`config.mk`:
```
export PLATFORM = sky130hd
export DESIGN_NAME = csr_unit_top
export DESIGN_NICKNAME = d
export VERILOG_FILES = /design/src/design/csr_pkg.sv /design/src/design/csr_access.sv /design/src/design/csr_excp_ctrl.sv /design/src/design/csr_mode_regs.sv /design/src/design/csr_timer.sv /design/src/design/csr_unit_top.sv
export SDC_FILE = /design/constraint.sdc
export NUM_CORES = 1
export LEC_CHECK = 0
export BUFFER_PORTS_ARGS = -buffer_cell sky130_fd_sc_hd__buf_4
export CORE_MARGIN = 3
export CORE_UTILIZATION = 57
export DETAILED_ROUTE_END_ITERATION = 10
export PLACE_DENSITY = 0.89
export SLEW_MARGIN = 15
export SYNTH_ARGS = -nofsm -noshare
export SYNTH_HDL_FRONTEND = slang
export SYNTH_SLANG_ARGS = --single-unit
```
`constraint.sdc`:
```
create_clock -name clk -period 6.45 [get_ports clk]
set_input_delay 0.645 -clock clk [delete_from_list [all_inputs] [get_ports clk]]
set_output_delay 0.645 -clock clk [all_outputs]
set_load 0.01 [all_outputs]
```
`src/design/csr_pkg.sv`:
```
`default_nettype none

package csr_pkg;

  localparam int XLEN       = 32;
  localparam int CSR_ADDR_W = 14;
  localparam int CSR_IDX_W  = 9;

  // csr numbers, only the low 9 address bits are decoded
  localparam logic [CSR_IDX_W-1:0] CSR_CRMD   = 9'h000;
  localparam logic [CSR_IDX_W-1:0] CSR_PRMD   = 9'h001;
  localparam logic [CSR_IDX_W-1:0] CSR_ECTL   = 9'h004;
  localparam logic [CSR_IDX_W-1:0] CSR_ESTAT  = 9'h005;
  localparam logic [CSR_IDX_W-1:0] CSR_ERA    = 9'h006;
  localparam logic [CSR_IDX_W-1:0] CSR_BADV   = 9'h007;
  localparam logic [CSR_IDX_W-1:0] CSR_EENTRY = 9'h00c;
  localparam logic [CSR_IDX_W-1:0] CSR_SAVE0  = 9'h030;
  localparam logic [CSR_IDX_W-1:0] CSR_SAVE1  = 9'h031;
  localparam logic [CSR_IDX_W-1:0] CSR_SAVE2  = 9'h032;
  localparam logic [CSR_IDX_W-1:0] CSR_SAVE3  = 9'h033;
  localparam logic [CSR_IDX_W-1:0] CSR_TID    = 9'h040;
  localparam logic [CSR_IDX_W-1:0] CSR_TCFG   = 9'h041;
  localparam logic [CSR_IDX_W-1:0] CSR_TVAL   = 9'h042;
  localparam logic [CSR_IDX_W-1:0] CSR_TICLR  = 9'h044;

  // rdcnt selectors
  localparam logic [1:0] RDCNT_NONE  = 2'd0;
  localparam logic [1:0] RDCNT_ID    = 2'd1;
  localparam logic [1:0] RDCNT_VLOW  = 2'd2;
  localparam logic [1:0] RDCNT_VHIGH = 2'd3;

  localparam logic [5:0] ECODE_INT     = 6'h00;
  localparam logic [5:0] ECODE_ADE     = 6'h08;
  localparam logic [5:0] ECODE_ALE     = 6'h09;
  localparam logic [5:0] ECODE_SYS     = 6'h0b;
  localparam logic [5:0] ECODE_BRK     = 6'h0c;
  localparam logic [5:0] ECODE_INE     = 6'h0d;
  localparam logic [5:0] ECODE_IPE     = 6'h0e;
  localparam logic [8:0] ESUBCODE_ADEM = 9'd1;

  localparam int TVAL_SHIFT    = 2;
  localparam int INT_HW_W      = 8;
  localparam int INT_VEC_W     = 12;
  localparam int TIMER_INT_BIT = 11;
  localparam int TICLR_CLR_BIT = 0;

  // software writable bits
  localparam logic [XLEN-1:0] CRMD_WMASK   = 32'h0000_01ff;
  localparam logic [XLEN-1:0] PRMD_WMASK   = 32'h0000_0007;
  localparam logic [XLEN-1:0] ECTL_WMASK   = 32'h0000_1bff;
  localparam logic [XLEN-1:0] EENTRY_WMASK = 32'hffff_ffc0;

  typedef struct packed {
    logic [22:0] zero;
    logic [1:0]  datm;
    logic [1:0]  datf;
    logic        pg;
    logic        da;
    logic        ie;
    logic [1:0]  plv;
  } crmd_t;

  typedef struct packed {
    logic [28:0] zero;
    logic        pie;
    logic [1:0]  pplv;
  } prmd_t;

  typedef struct packed {
    logic                rsv31;
    logic [8:0]          esubcode;
    logic [5:0]          ecode;
    logic [3:0]          rsv15_12;
    logic                timer;
    logic                rsv10;
    logic [INT_HW_W-1:0] hw;
    logic [1:0]          sw;
  } estat_t;

  typedef struct packed {
    logic [XLEN-TVAL_SHIFT-1:0] initval;
    logic                       periodic;
    logic                       en;
  } tcfg_t;

  typedef struct packed {
    logic intr;
    logic adef;
    logic adem;
    logic ale;
    logic sys;
    logic brk;
    logic ine;
    logic ipe;
  } excp_flags_t;

  // data is already merged under the write mask
  typedef struct packed {
    logic                 en;
    logic [CSR_IDX_W-1:0] addr;
    logic [XLEN-1:0]      data;
  } csr_wr_t;

  typedef struct packed {
    logic            excp;
    logic            ertn;
    logic [5:0]      ecode;
    logic [8:0]      esubcode;
    logic [XLEN-1:0] era;
    logic [XLEN-1:0] badv;
    logic            badv_we;
  } trap_t;

  typedef struct packed {
    crmd_t                 crmd;
    prmd_t                 prmd;
    logic [XLEN-1:0]       ectl;
    estat_t                estat;
    logic [XLEN-1:0]       era;
    logic [XLEN-1:0]       badv;
    logic [XLEN-1:0]       eentry;
    logic [3:0][XLEN-1:0]  save;
    logic [XLEN-1:0]       tid;
    tcfg_t                 tcfg;
    logic [XLEN-1:0]       tval;
  } csr_view_t;

endpackage

`default_nettype wire

```
`src/design/csr_access.sv`:
```
`timescale 1ns/100ps
`default_nettype none

module csr_access import csr_pkg::*; (
  input  wire                  clk,
  input  wire                  stall_i,
  input  wire [CSR_ADDR_W-1:0] r_addr_i,
  input  wire [1:0]            rdcnt_i,
  input  wire                  we_i,
  input  wire [CSR_ADDR_W-1:0] w_addr_i,
  input  wire [XLEN-1:0]       w_mask_i,
  input  wire [XLEN-1:0]       w_data_i,
  input  wire csr_view_t       view_i,
  input  wire [2*XLEN-1:0]     stable_cnt_i,
  output logic [XLEN-1:0]      r_data_o,
  output csr_wr_t              wr_o
);

  logic [XLEN-1:0] rd_word;

  // counter reads take over the address decode
  always_comb begin
    rd_word = '0;
    case (rdcnt_i)
      RDCNT_ID:    rd_word = view_i.tid;
      RDCNT_VLOW:  rd_word = stable_cnt_i[XLEN-1:0];
      RDCNT_VHIGH: rd_word = stable_cnt_i[2*XLEN-1:XLEN];
      RDCNT_NONE: begin
        case (r_addr_i[CSR_IDX_W-1:0])
          CSR_CRMD:   rd_word = view_i.crmd;
          CSR_PRMD:   rd_word = view_i.prmd;
          CSR_ECTL:   rd_word = view_i.ectl;
          CSR_ESTAT:  rd_word = view_i.estat;
          CSR_ERA:    rd_word = view_i.era;
          CSR_BADV:   rd_word = view_i.badv;
          CSR_EENTRY: rd_word = view_i.eentry;
          CSR_SAVE0:  rd_word = view_i.save[0];
          CSR_SAVE1:  rd_word = view_i.save[1];
          CSR_SAVE2:  rd_word = view_i.save[2];
          CSR_SAVE3:  rd_word = view_i.save[3];
          CSR_TID:    rd_word = view_i.tid;
          CSR_TCFG:   rd_word = view_i.tcfg;
          CSR_TVAL:   rd_word = view_i.tval;
          // ticlr and unmapped numbers read as zero
          default:    rd_word = '0;
        endcase
      end
    endcase
  end

  always_ff @(posedge clk) begin
    if (!stall_i) begin
      r_data_o <= rd_word;
    end
  end

  // old value is the read issued one cycle before the write
  assign wr_o = '{
    en:   we_i && !stall_i,
    addr: w_addr_i[CSR_IDX_W-1:0],
    data: (r_data_o & ~w_mask_i) | (w_data_i & w_mask_i)
  };

  // a live slot must carry a defined counter select
  assert property (@(posedge clk) !stall_i |-> !$isunknown(rdcnt_i))
    else $error("rdcnt_i unknown in an unstalled cycle");

endmodule

`default_nettype wire

```
`src/design/csr_excp_ctrl.sv`:
```
`timescale 1ns/100ps
`default_nettype none

module csr_excp_ctrl import csr_pkg::*; (
  input  wire              stall_i,
  input  wire excp_flags_t excp_i,
  input  wire              ertn_i,
  input  wire [XLEN-1:0]   pc_i,
  input  wire [XLEN-1:0]   vaddr_i,
  output trap_t            trap_o
);

  excp_flags_t flags;
  logic [5:0]  ecode;
  logic [8:0]  esubcode;

  // a stalled slot raises nothing
  assign flags = stall_i ? '0 : excp_i;

  always_comb begin
    ecode    = '0;
    esubcode = '0;
    case (1'b1)
      flags.intr: ecode = ECODE_INT;
      flags.adef: ecode = ECODE_ADE;
      flags.adem: begin
        ecode    = ECODE_ADE;
        esubcode = ESUBCODE_ADEM;
      end
      flags.ale:  ecode = ECODE_ALE;
      flags.sys:  ecode = ECODE_SYS;
      flags.brk:  ecode = ECODE_BRK;
      flags.ine:  ecode = ECODE_INE;
      flags.ipe:  ecode = ECODE_IPE;
      default:    ecode = '0;
    endcase
  end

  // fetch faults report the pc, data faults the access address
  assign trap_o = '{
    excp:     |flags,
    ertn:     ertn_i && !stall_i,
    ecode:    ecode,
    esubcode: esubcode,
    era:      pc_i,
    badv:     flags.adef ? pc_i : vaddr_i,
    badv_we:  flags.adef || flags.adem || flags.ale
  };

  // the pipeline never retires ertn from a faulting slot
  always_comb begin
    assert #0 (!(ertn_i === 1'b1 && (|excp_i) === 1'b1))
      else $error("ertn together with exception flags");
  end

endmodule

`default_nettype wire

```
`src/design/csr_mode_regs.sv`:
```
`timescale 1ns/100ps
`default_nettype none

module csr_mode_regs import csr_pkg::*; (
  input  wire                  clk,
  input  wire                  rst_n,
  input  wire                  stall_i,
  input  wire [INT_HW_W-1:0]   int_i,
  input  wire csr_wr_t         wr_i,
  input  wire trap_t           trap_i,
  input  wire                  timer_int_set_i,
  output crmd_t                crmd_o,
  output prmd_t                prmd_o,
  output logic [XLEN-1:0]      ectl_o,
  output estat_t               estat_o,
  output logic [XLEN-1:0]      era_o,
  output logic [XLEN-1:0]      badv_o,
  output logic [XLEN-1:0]      eentry_o,
  output logic [3:0][XLEN-1:0] save_o,
  output logic                 timer_int_clr_o,
  output logic                 m1_int_o
);

  logic [INT_HW_W-1:0] int_q;
  logic                crmd_we;
  logic                prmd_we;
  logic                ectl_we;
  logic                estat_we;
  logic                era_we;
  logic                badv_we;
  logic                eentry_we;
  estat_t              wr_estat;

  assign crmd_we   = wr_i.en && (wr_i.addr == CSR_CRMD);
  assign prmd_we   = wr_i.en && (wr_i.addr == CSR_PRMD);
  assign ectl_we   = wr_i.en && (wr_i.addr == CSR_ECTL);
  assign estat_we  = wr_i.en && (wr_i.addr == CSR_ESTAT);
  assign era_we    = wr_i.en && (wr_i.addr == CSR_ERA);
  assign badv_we   = wr_i.en && (wr_i.addr == CSR_BADV);
  assign eentry_we = wr_i.en && (wr_i.addr == CSR_EENTRY);
  assign wr_estat  = estat_t'(wr_i.data);

  assign timer_int_clr_o = wr_i.en && (wr_i.addr == CSR_TICLR) && wr_i.data[TICLR_CLR_BIT];

  // exception beats ertn, ertn beats a crmd or prmd write
  always_ff @(posedge clk) begin
    if (!rst_n) begin
      crmd_o  <= '{da: 1'b1, default: '0};
      prmd_o  <= '0;
      ectl_o  <= '0;
      estat_o <= '0;
      int_q   <= '0;
    end else if (!stall_i) begin
      int_q      <= int_i;
      estat_o.hw <= int_q;
      if (trap_i.excp) begin
        crmd_o.plv       <= 2'b0;
        crmd_o.ie        <= 1'b0;
        prmd_o.pplv      <= crmd_o.plv;
        prmd_o.pie       <= crmd_o.ie;
        estat_o.ecode    <= trap_i.ecode;
        estat_o.esubcode <= trap_i.esubcode;
      end else if (trap_i.ertn) begin
        crmd_o.plv <= prmd_o.pplv;
        crmd_o.ie  <= prmd_o.pie;
      end else begin
        if (crmd_we) begin
          crmd_o <= crmd_t'(wr_i.data & CRMD_WMASK);
        end
        if (prmd_we) begin
          prmd_o <= prmd_t'(wr_i.data & PRMD_WMASK);
        end
      end
      if (ectl_we) begin
        ectl_o <= wr_i.data & ECTL_WMASK;
      end
      if (estat_we) begin
        estat_o.sw <= wr_estat.sw;
      end
      // timer already drops its set pulse when ticlr clears
      estat_o[TIMER_INT_BIT] <= timer_int_set_i ||
                                (estat_o[TIMER_INT_BIT] && !timer_int_clr_o);
    end
  end

  always_ff @(posedge clk) begin
    if (!rst_n) begin
      era_o    <= '0;
      badv_o   <= '0;
      eentry_o <= '0;
      save_o   <= '0;
    end else if (!stall_i) begin
      if (trap_i.excp) begin
        era_o <= trap_i.era;
      end else if (era_we) begin
        era_o <= wr_i.data;
      end
      if (trap_i.badv_we) begin
        badv_o <= trap_i.badv;
      end else if (badv_we) begin
        badv_o <= wr_i.data;
      end
      // entry stays 64-byte aligned
      if (eentry_we) begin
        eentry_o <= wr_i.data & EENTRY_WMASK;
      end
      for (int i = 0; i < 4; i++) begin
        if (wr_i.en && (wr_i.addr == CSR_SAVE0 + CSR_IDX_W'(i))) begin
          save_o[i] <= wr_i.data;
        end
      end
    end
  end

  assign m1_int_o = crmd_o.ie && (|(ectl_o[INT_VEC_W-1:0] & estat_o[INT_VEC_W-1:0]));

  // exception and ertn come from one retiring slot, never both
  assert property (@(posedge clk) disable iff (!rst_n) !(trap_i.excp && trap_i.ertn))
    else $error("exception and ertn in the same cycle");

endmodule

`default_nettype wire

```
`src/design/csr_timer.sv`:
```
`timescale 1ns/100ps
`default_nettype none

module csr_timer import csr_pkg::*; (
  input  wire                clk,
  input  wire                rst_n,
  input  wire                stall_i,
  input  wire csr_wr_t       wr_i,
  input  wire                timer_int_clr_i,
  output logic [XLEN-1:0]    tid_o,
  output tcfg_t              tcfg_o,
  output logic [XLEN-1:0]    tval_o,
  output logic               timer_int_set_o,
  output logic [2*XLEN-1:0]  stable_cnt_o
);

  logic            en_q;
  logic            tid_we;
  logic            tcfg_we;
  tcfg_t           wr_tcfg;
  logic [XLEN-1:0] load_val;

  assign tid_we   = wr_i.en && (wr_i.addr == CSR_TID);
  assign tcfg_we  = wr_i.en && (wr_i.addr == CSR_TCFG);
  assign wr_tcfg  = tcfg_t'(wr_i.data);
  assign load_val = XLEN'(tcfg_o.initval) << TVAL_SHIFT;

  always_ff @(posedge clk) begin
    if (!rst_n) begin
      tid_o  <= '0;
      tcfg_o <= '0;
      tval_o <= '0;
      en_q   <= 1'b0;
    end else if (!stall_i) begin
      if (tid_we) begin
        tid_o <= wr_i.data;
      end
      if (tcfg_we) begin
        tcfg_o <= wr_tcfg;
        tval_o <= XLEN'(wr_tcfg.initval) << TVAL_SHIFT;
        en_q   <= wr_tcfg.en;
      end else if (en_q) begin
        if (tval_o == '0) begin
          // expiry, only periodic mode keeps counting
          tval_o <= tcfg_o.periodic ? load_val : '1;
          en_q   <= tcfg_o.periodic;
        end else begin
          tval_o <= tval_o - 1'b1;
        end
      end
    end
  end

  // a ticlr in the expiry cycle wins over the new interrupt
  assign timer_int_set_o = en_q && (tval_o == '0) && !timer_int_clr_i;

  // free running, ignores stall
  always_ff @(posedge clk) begin
    if (!rst_n) begin
      stable_cnt_o <= '0;
    end else begin
      stable_cnt_o <= stable_cnt_o + 1'b1;
    end
  end

  assert property (@(posedge clk) disable iff (!rst_n) stall_i |=> $stable(tval_o))
    else $error("tval moved in a stalled cycle");

endmodule

`default_nettype wire

```
`src/design/csr_unit_top.sv`:
```
`timescale 1ns/100ps
`default_nettype none

module csr_unit_top import csr_pkg::*; (
  input  wire                  clk,
  input  wire                  rst_n,
  input  wire                  stall_i,
  input  wire [INT_HW_W-1:0]   int_i,
  input  wire excp_flags_t     excp_i,
  input  wire                  ertn_i,
  input  wire [XLEN-1:0]       pc_i,
  input  wire [XLEN-1:0]       vaddr_i,
  input  wire [CSR_ADDR_W-1:0] csr_r_addr_i,
  input  wire [1:0]            rdcnt_i,
  input  wire                  csr_we_i,
  input  wire [CSR_ADDR_W-1:0] csr_w_addr_i,
  input  wire [XLEN-1:0]       csr_w_mask_i,
  input  wire [XLEN-1:0]       csr_w_data_i,
  output logic [XLEN-1:0]      csr_r_data_o,
  output logic                 m1_int_o
);

  csr_wr_t              wr;
  trap_t                trap;
  csr_view_t            view;
  crmd_t                crmd;
  prmd_t                prmd;
  estat_t               estat;
  tcfg_t                tcfg;
  logic [XLEN-1:0]      ectl;
  logic [XLEN-1:0]      era;
  logic [XLEN-1:0]      badv;
  logic [XLEN-1:0]      eentry;
  logic [3:0][XLEN-1:0] save;
  logic [XLEN-1:0]      tid;
  logic [XLEN-1:0]      tval;
  logic [2*XLEN-1:0]    stable_cnt;
  logic                 timer_int_set;
  logic                 timer_int_clr;

  // register words seen by the read port
  assign view = '{
    crmd:   crmd,
    prmd:   prmd,
    ectl:   ectl,
    estat:  estat,
    era:    era,
    badv:   badv,
    eentry: eentry,
    save:   save,
    tid:    tid,
    tcfg:   tcfg,
    tval:   tval
  };

  csr_access u_access (
    .clk          (clk),
    .stall_i      (stall_i),
    .r_addr_i     (csr_r_addr_i),
    .rdcnt_i      (rdcnt_i),
    .we_i         (csr_we_i),
    .w_addr_i     (csr_w_addr_i),
    .w_mask_i     (csr_w_mask_i),
    .w_data_i     (csr_w_data_i),
    .view_i       (view),
    .stable_cnt_i (stable_cnt),
    .r_data_o     (csr_r_data_o),
    .wr_o         (wr)
  );

  csr_excp_ctrl u_excp_ctrl (
    .stall_i (stall_i),
    .excp_i  (excp_i),
    .ertn_i  (ertn_i),
    .pc_i    (pc_i),
    .vaddr_i (vaddr_i),
    .trap_o  (trap)
  );

  csr_mode_regs u_mode_regs (
    .clk             (clk),
    .rst_n           (rst_n),
    .stall_i         (stall_i),
    .int_i           (int_i),
    .wr_i            (wr),
    .trap_i          (trap),
    .timer_int_set_i (timer_int_set),
    .crmd_o          (crmd),
    .prmd_o          (prmd),
    .ectl_o          (ectl),
    .estat_o         (estat),
    .era_o           (era),
    .badv_o          (badv),
    .eentry_o        (eentry),
    .save_o          (save),
    .timer_int_clr_o (timer_int_clr),
    .m1_int_o        (m1_int_o)
  );

  csr_timer u_timer (
    .clk             (clk),
    .rst_n           (rst_n),
    .stall_i         (stall_i),
    .wr_i            (wr),
    .timer_int_clr_i (timer_int_clr),
    .tid_o           (tid),
    .tcfg_o          (tcfg),
    .tval_o          (tval),
    .timer_int_set_o (timer_int_set),
    .stable_cnt_o    (stable_cnt)
  );

endmodule

`default_nettype wire

```
# == Word-level counts from Yosys, hierarchy flattened ==
# Cells that the tools add are included.
# word_totals
register_bits,469
mem_bits_rw,0
mem_bits_ro,0
latch_bits,0
n_memories,0
elab_cells,155
# classes
addsub,2
n_bitwise,8
shifts,0
mul,0
div_mod_pow,0
n_eq_ne,30
n_mux,32
reduce_logical,53
magnitude_cmp,0
# op_table
cell,n
$pmux 32 s14,1
$mux 32,9
$pmux 32 s4,1
$eq 9x3->1 const B,8
$eq 9x6->1 const B,8
$add 64x1->64 const B,1
$and 32x32->32,2
$eq 9x7->1 const B,6
$mux 6,7
$logic_not 32->1,1
$not 32->32,1
$or 32x32->32,1
$sub 32x1->32 const B,1
$reduce_and 2->1,14
$logic_and 1x1->1,21
$eq 9x1->1 const B,2
$eq 9x4->1 const B,2
$logic_not 9->1,2
$mux 3,6
$and 12x12->12,1
$reduce_or 12->1,1
$mux 8,1
$reduce_bool 2->1,4
$reduce_or 8->1,1
12 further kinds,23

# == Depth between registers and ports, before layout ==
# logic_depth
word_depth,9
ltp_mapped,10

# == Modules after synthesis ==
# Synthesis repeated with hierarchy kept, for this count alone.
# hier_totals
cells_unflattened,3059
hier_area_um2,26684.3
# modules_own_cells
module,seq_area_each_um2,cells_each,n_inst,area_per_inst_um2
csr_mode_regs,5525.3,1269,1,11497.3
csr_timer,3223.1,954,1,7632.3
csr_access,960.9,740,1,6581.3
csr_excp_ctrl,0.0,96,1,973.4

# == Least setup slack after synthesis ==
# Ideal clock, no wire load.
# synth_timing
kind,input -> register
from,input stall_i
to,register u_timer.tval_o[15]
path_stages,6
t_arrival_ns,2.670
path_buffers,1
slack_ns,3.665
required_time_ns,6.335
path_cell_list,buf_2 inv_1 nand2_1 nor2_1 nand3_1 o21a_1
# synth_via
elab_chain_len,5
elab_cells_between_ends,7
classes_between,mux (1); bitwise (1); reduce/logical (5)
# synth_lines
element,line,source
start: declaration,csr_unit_top.sv:7,"input wire stall_i,"
$logic_not 1->1,-,
$logic_and 1x1->1,csr_access.sv:59,"en: we_i && !stall_i,"
$logic_and 1x1->1,csr_timer.sv:24,assign tcfg_we = wr_i.en && (wr_i.addr == CSR_TCFG);
$reduce_bool 2->1 (no line),-,
$reduce_and 2->1 (no line),-,
end signal: assignment,csr_timer.sv:40,tval_o <= XLEN'(wr_tcfg.initval) << TVAL_SHIFT;
end signal: assignment,csr_timer.sv:45,tval_o <= tcfg_o.periodic ? load_val : '1;
end signal: assignment,csr_timer.sv:48,tval_o <= tval_o - 1'b1;
end: declaration,csr_timer.sv:12,"output logic [XLEN-1:0] tval_o,"
# Parallel ways exist; a longest one is shown, timed or not.
# A chain may end at the register's enable or synchronous reset.

# == Worst setup path in the final report ==
# layout_timing
from,input stall_i
to,register u_mode_regs.save_o[53] (netlist name)
# layout_via
elab_chain_len,4
elab_cells_between_ends,5
classes_between,bitwise (1); reduce/logical (4)
# layout_lines
element,line,source
$logic_not 1->1,-,
$logic_and 1x1->1,csr_access.sv:59,
$logic_and 1x1->1,csr_mode_regs.sv:108,if (wr_i.en && (wr_i.addr == CSR_SAVE0 + CSR_IDX_W'(i))) begin
$reduce_and 2->1 (no line) (*),-,
end signal: indexed assignment,csr_mode_regs.sv:109,save_o[i] <= wr_i.data;
end: declaration,csr_mode_regs.sv:19,"output logic [3:0][XLEN-1:0] save_o,"
# Every way passes the cells marked *; elsewhere a longest branch is shown, timed or not.

==> impl_metrics.yaml <==
layout:
  nets: 2904
  layout_common_cells: "427 x dfxtp_1, 414 x nand2_1, 257 x buf_4, 182 x o211a_1, 163 x nor2_1"
  layout_commonest_cell: "dfxtp_1"
  areaGrowthSynthToFinish_pct: 14.5
  fillers: 3131
  postLayoutCellArea_sq_mm: 0.0267
  diodes: 0
  post-route-util_pct: 66.5
  drive_above_1_share_pct: 15.8
die:
  die_h_um: 208
  initial_core_util_pct: 58.1
  die-width_um: 208
  num_rows: 73
  io_pins: 212
  coreArea_sq_mm: 0.0401
  die_area_sq_mm: 0.0434
cts:
  postCtsHoldBufs: 0
  cts_tree: "yes"
  post_cts_resize_count: 0
  clock_path_buffers: 3
  clk_latency_ns: 0.62
  clkSinkCount: 459
  htreeDepth: 2
  post-cts-setup-buffers: 0
  path_clk_slew_ns: 0.06
  cts_root_buf: "clkbuf_16"
  numCtsBuffers: 48
logic_synthesis:
  synth-edff-count: 32
  ys.flop_type: "dfxtp_1"
  yosysTopAreaCellShare_pct: 36.7
  syn-instance-count: 2619
  syn-cell-area_sq_mm: 0.0233
  syn_area_per_cell_sq_um: 8.90
  ys_seq_area_share_pct: 40.8
  ys_seq_elements: 459
  synth_nets: 2801
  ys_types: 82
  synthArstFlopShare_pct: 0
  synth.area.top_cells: "dfxtp_1 37%, o211a_1 7.8%, nand2_1 6.7%"
  synth_top_cell_by_area: "dfxtp_1"
  yosysWarnings: 0
hold_path:
  holdCritStartpoint: "pc_i[14]"
  holdCritPathClass: "primary input to flop"
  min_path_cells: 3
global_route:
  grt_max_degree: 102
  antenna_found_initial: 4
  grt_pass1_wl_um: 127000
  grt_pass1_vias: 21400
  track_usage_pct: 37.1
  grt_overflow: 0
placement:
  dpl_cell_area_sq_mm: 0.0252
  io_buffers: 201
  dpl.hpwl_um: 57900
  place_congestion: 1.01
outcome:
  status: "completed"
timing:
  drv_slew: 0
  tightestPinTransition_ns: 1.30
  relSlewSlack_pct: 10.7
  setup-violations-final: 0
  holdWs_ns: 0.299
  clock.fmax_mhz: 259
  skew_ns: 0.0323
  fin_tns_setup_ns: 0
  period_share_pct: 59.9
  hold_viol: 0
  fin_crit_ns: 3.86
  grt_setup_unrepaired: "false"
setup_path:
  crit_arrival_ns: 4.35
  crit_path_start_kind: "primary input"
  cp_max_fo: 42
  path_class: "primary input to flop"
  crit-reg2reg-launch: "u_timer.tval_o[5]"
  crit_path_start: "stall_i"
  worstPathRequired_ns: 6.93
  end_kind: "flop"
  reg2regPathDepth: 6
route:
  first_pass_iters: 7
  drt_iter0_drc: 3152
  num_vias: 22300
  drt_wl_total_um: 83900
  ant_nets: 0
  routedWlPerCell_um: 25.5
  vias_per_cell: 6.79
  drc: 0
power:
  vdd_drop_max_uv: 259
  p_leak_nw: 12.1
  power_mw: 6.19
  powerDensity_mw_per_mm2: 232
job:
  maxCapViolations: 0
## sequential cells by signal, summed over array words and instances, names as in the netlist
signal,count
u_mode_regs.save_o,128
u_timer.stable_cnt_o,64
u_access.r_data_o,32
u_mode_regs.badv_o,32
u_mode_regs.era_o,32
u_timer.tcfg_o,32
u_timer.tid_o,32
u_timer.tval_o,32
u_mode_regs.eentry_o,26
u_mode_regs.estat_o,16
u_mode_regs.ectl_o,12
u_mode_regs.crmd_o,9
u_mode_regs.int_q,8
u_mode_regs.prmd_o,3
u_timer.en_q,1
## per-layer routing
layer	vias to the layer above	track usage [%]	wire length [um]	part of all wire, %
li1	9763	-	-	-
met1	10600	47.9	31200	37
met2	1615	56.2	36000	43
met3	348	10.7	11200	13
met4	4	20.7	5460	6.5
met5	-	0	24	0.029
## cell usage after synthesis (all sizes together), types with 16 or more instances
| master | count |
|---|---|
| edfxtp | 32 |
| o2bb2ai | 34 |
| nor3 | 40 |
| and2 | 84 |
| o22ai | 20 |
| nand2 | 416 |
| xnor2 | 46 |
| a211oi | 18 |
| mux4 | 23 |
| dfxtp | 427 |
| or3 | 23 |
| nand3 | 47 |
| nor2 | 169 |
| mux2i | 107 |
| clkbuf | 152 |
| a221o | 17 |
| o21ai | 106 |
| o211a | 182 |
| nor2b | 98 |
| buf | 53 |
| a21oi | 126 |
| a31oi | 16 |
| nor4 | 25 |
| a22o | 25 |
| xor2 | 28 |
| a22oi | 65 |
| nand4 | 30 |
| a311oi | 30 |
| mux2 | 42 |
## worst max-delay path, cell delays in order
cell     delay, ns
buf_4         0.25
or4b_4        0.65
nor2_1        0.25
nand4_1       0.62
nor2_4        1.19
buf_4         0.45
nand2_1       0.09
o211a_1       0.17
## path summary, 6_finish.rpt
kind                            endpoint  slack, ns
setup reg to reg      u_timer.tval_o[14]       2.76
hold reg to reg     u_mode_regs.era_o[7]       0.46
setup / recovery  u_mode_regs.save_o[53]       2.59
hold / removal     u_mode_regs.era_o[14]       0.30
## cell type report
class	count	area [sq um]	area share, %
Multi-Input combinational cell	1943	13000	48.8
Sequential cell	459	9510	35.6
Timing Repair Buffer	258	1940	7.29
Clock buffer	78	1420	5.34
Tap cell	525	657	2.46
Clock inverter	9	77.6	0.291
Inverter	12	45.0	0.169
## kinds of logic (layout without fill, tap and decap cells)
group | Yosys count | after routing | share of synthesized area (%)
flops | 459 | 459 | 40.8
xor+xnor | 74 | 74 | 2.78
compound gates | 710 | 710 | 23.1
simple gates | 984 | 984 | 20.5
fa+ha+maj | 3 | 3 | 0.161
mux | 172 | 172 | 8.85
buf+inv | 217 | 357 | 3.79
## per-stage QoR
stage	worst slack, ns	instances
global placement	2.22	3197
finish	2.59	3284
global route	2.49	3284
detailed placement	2.10	3197
floorplan	3.67	2619
CTS	2.70	3284
## power breakdown
group / switching [mW] / internal, mW / leakage, nW
clock network: 1.19 / 1.51 / 0.737
registers: 0.0319 / 2.91 / 3.78
logic: 0.350 / 0.205 / 7.63
Power figures use the tool's default switching activity.
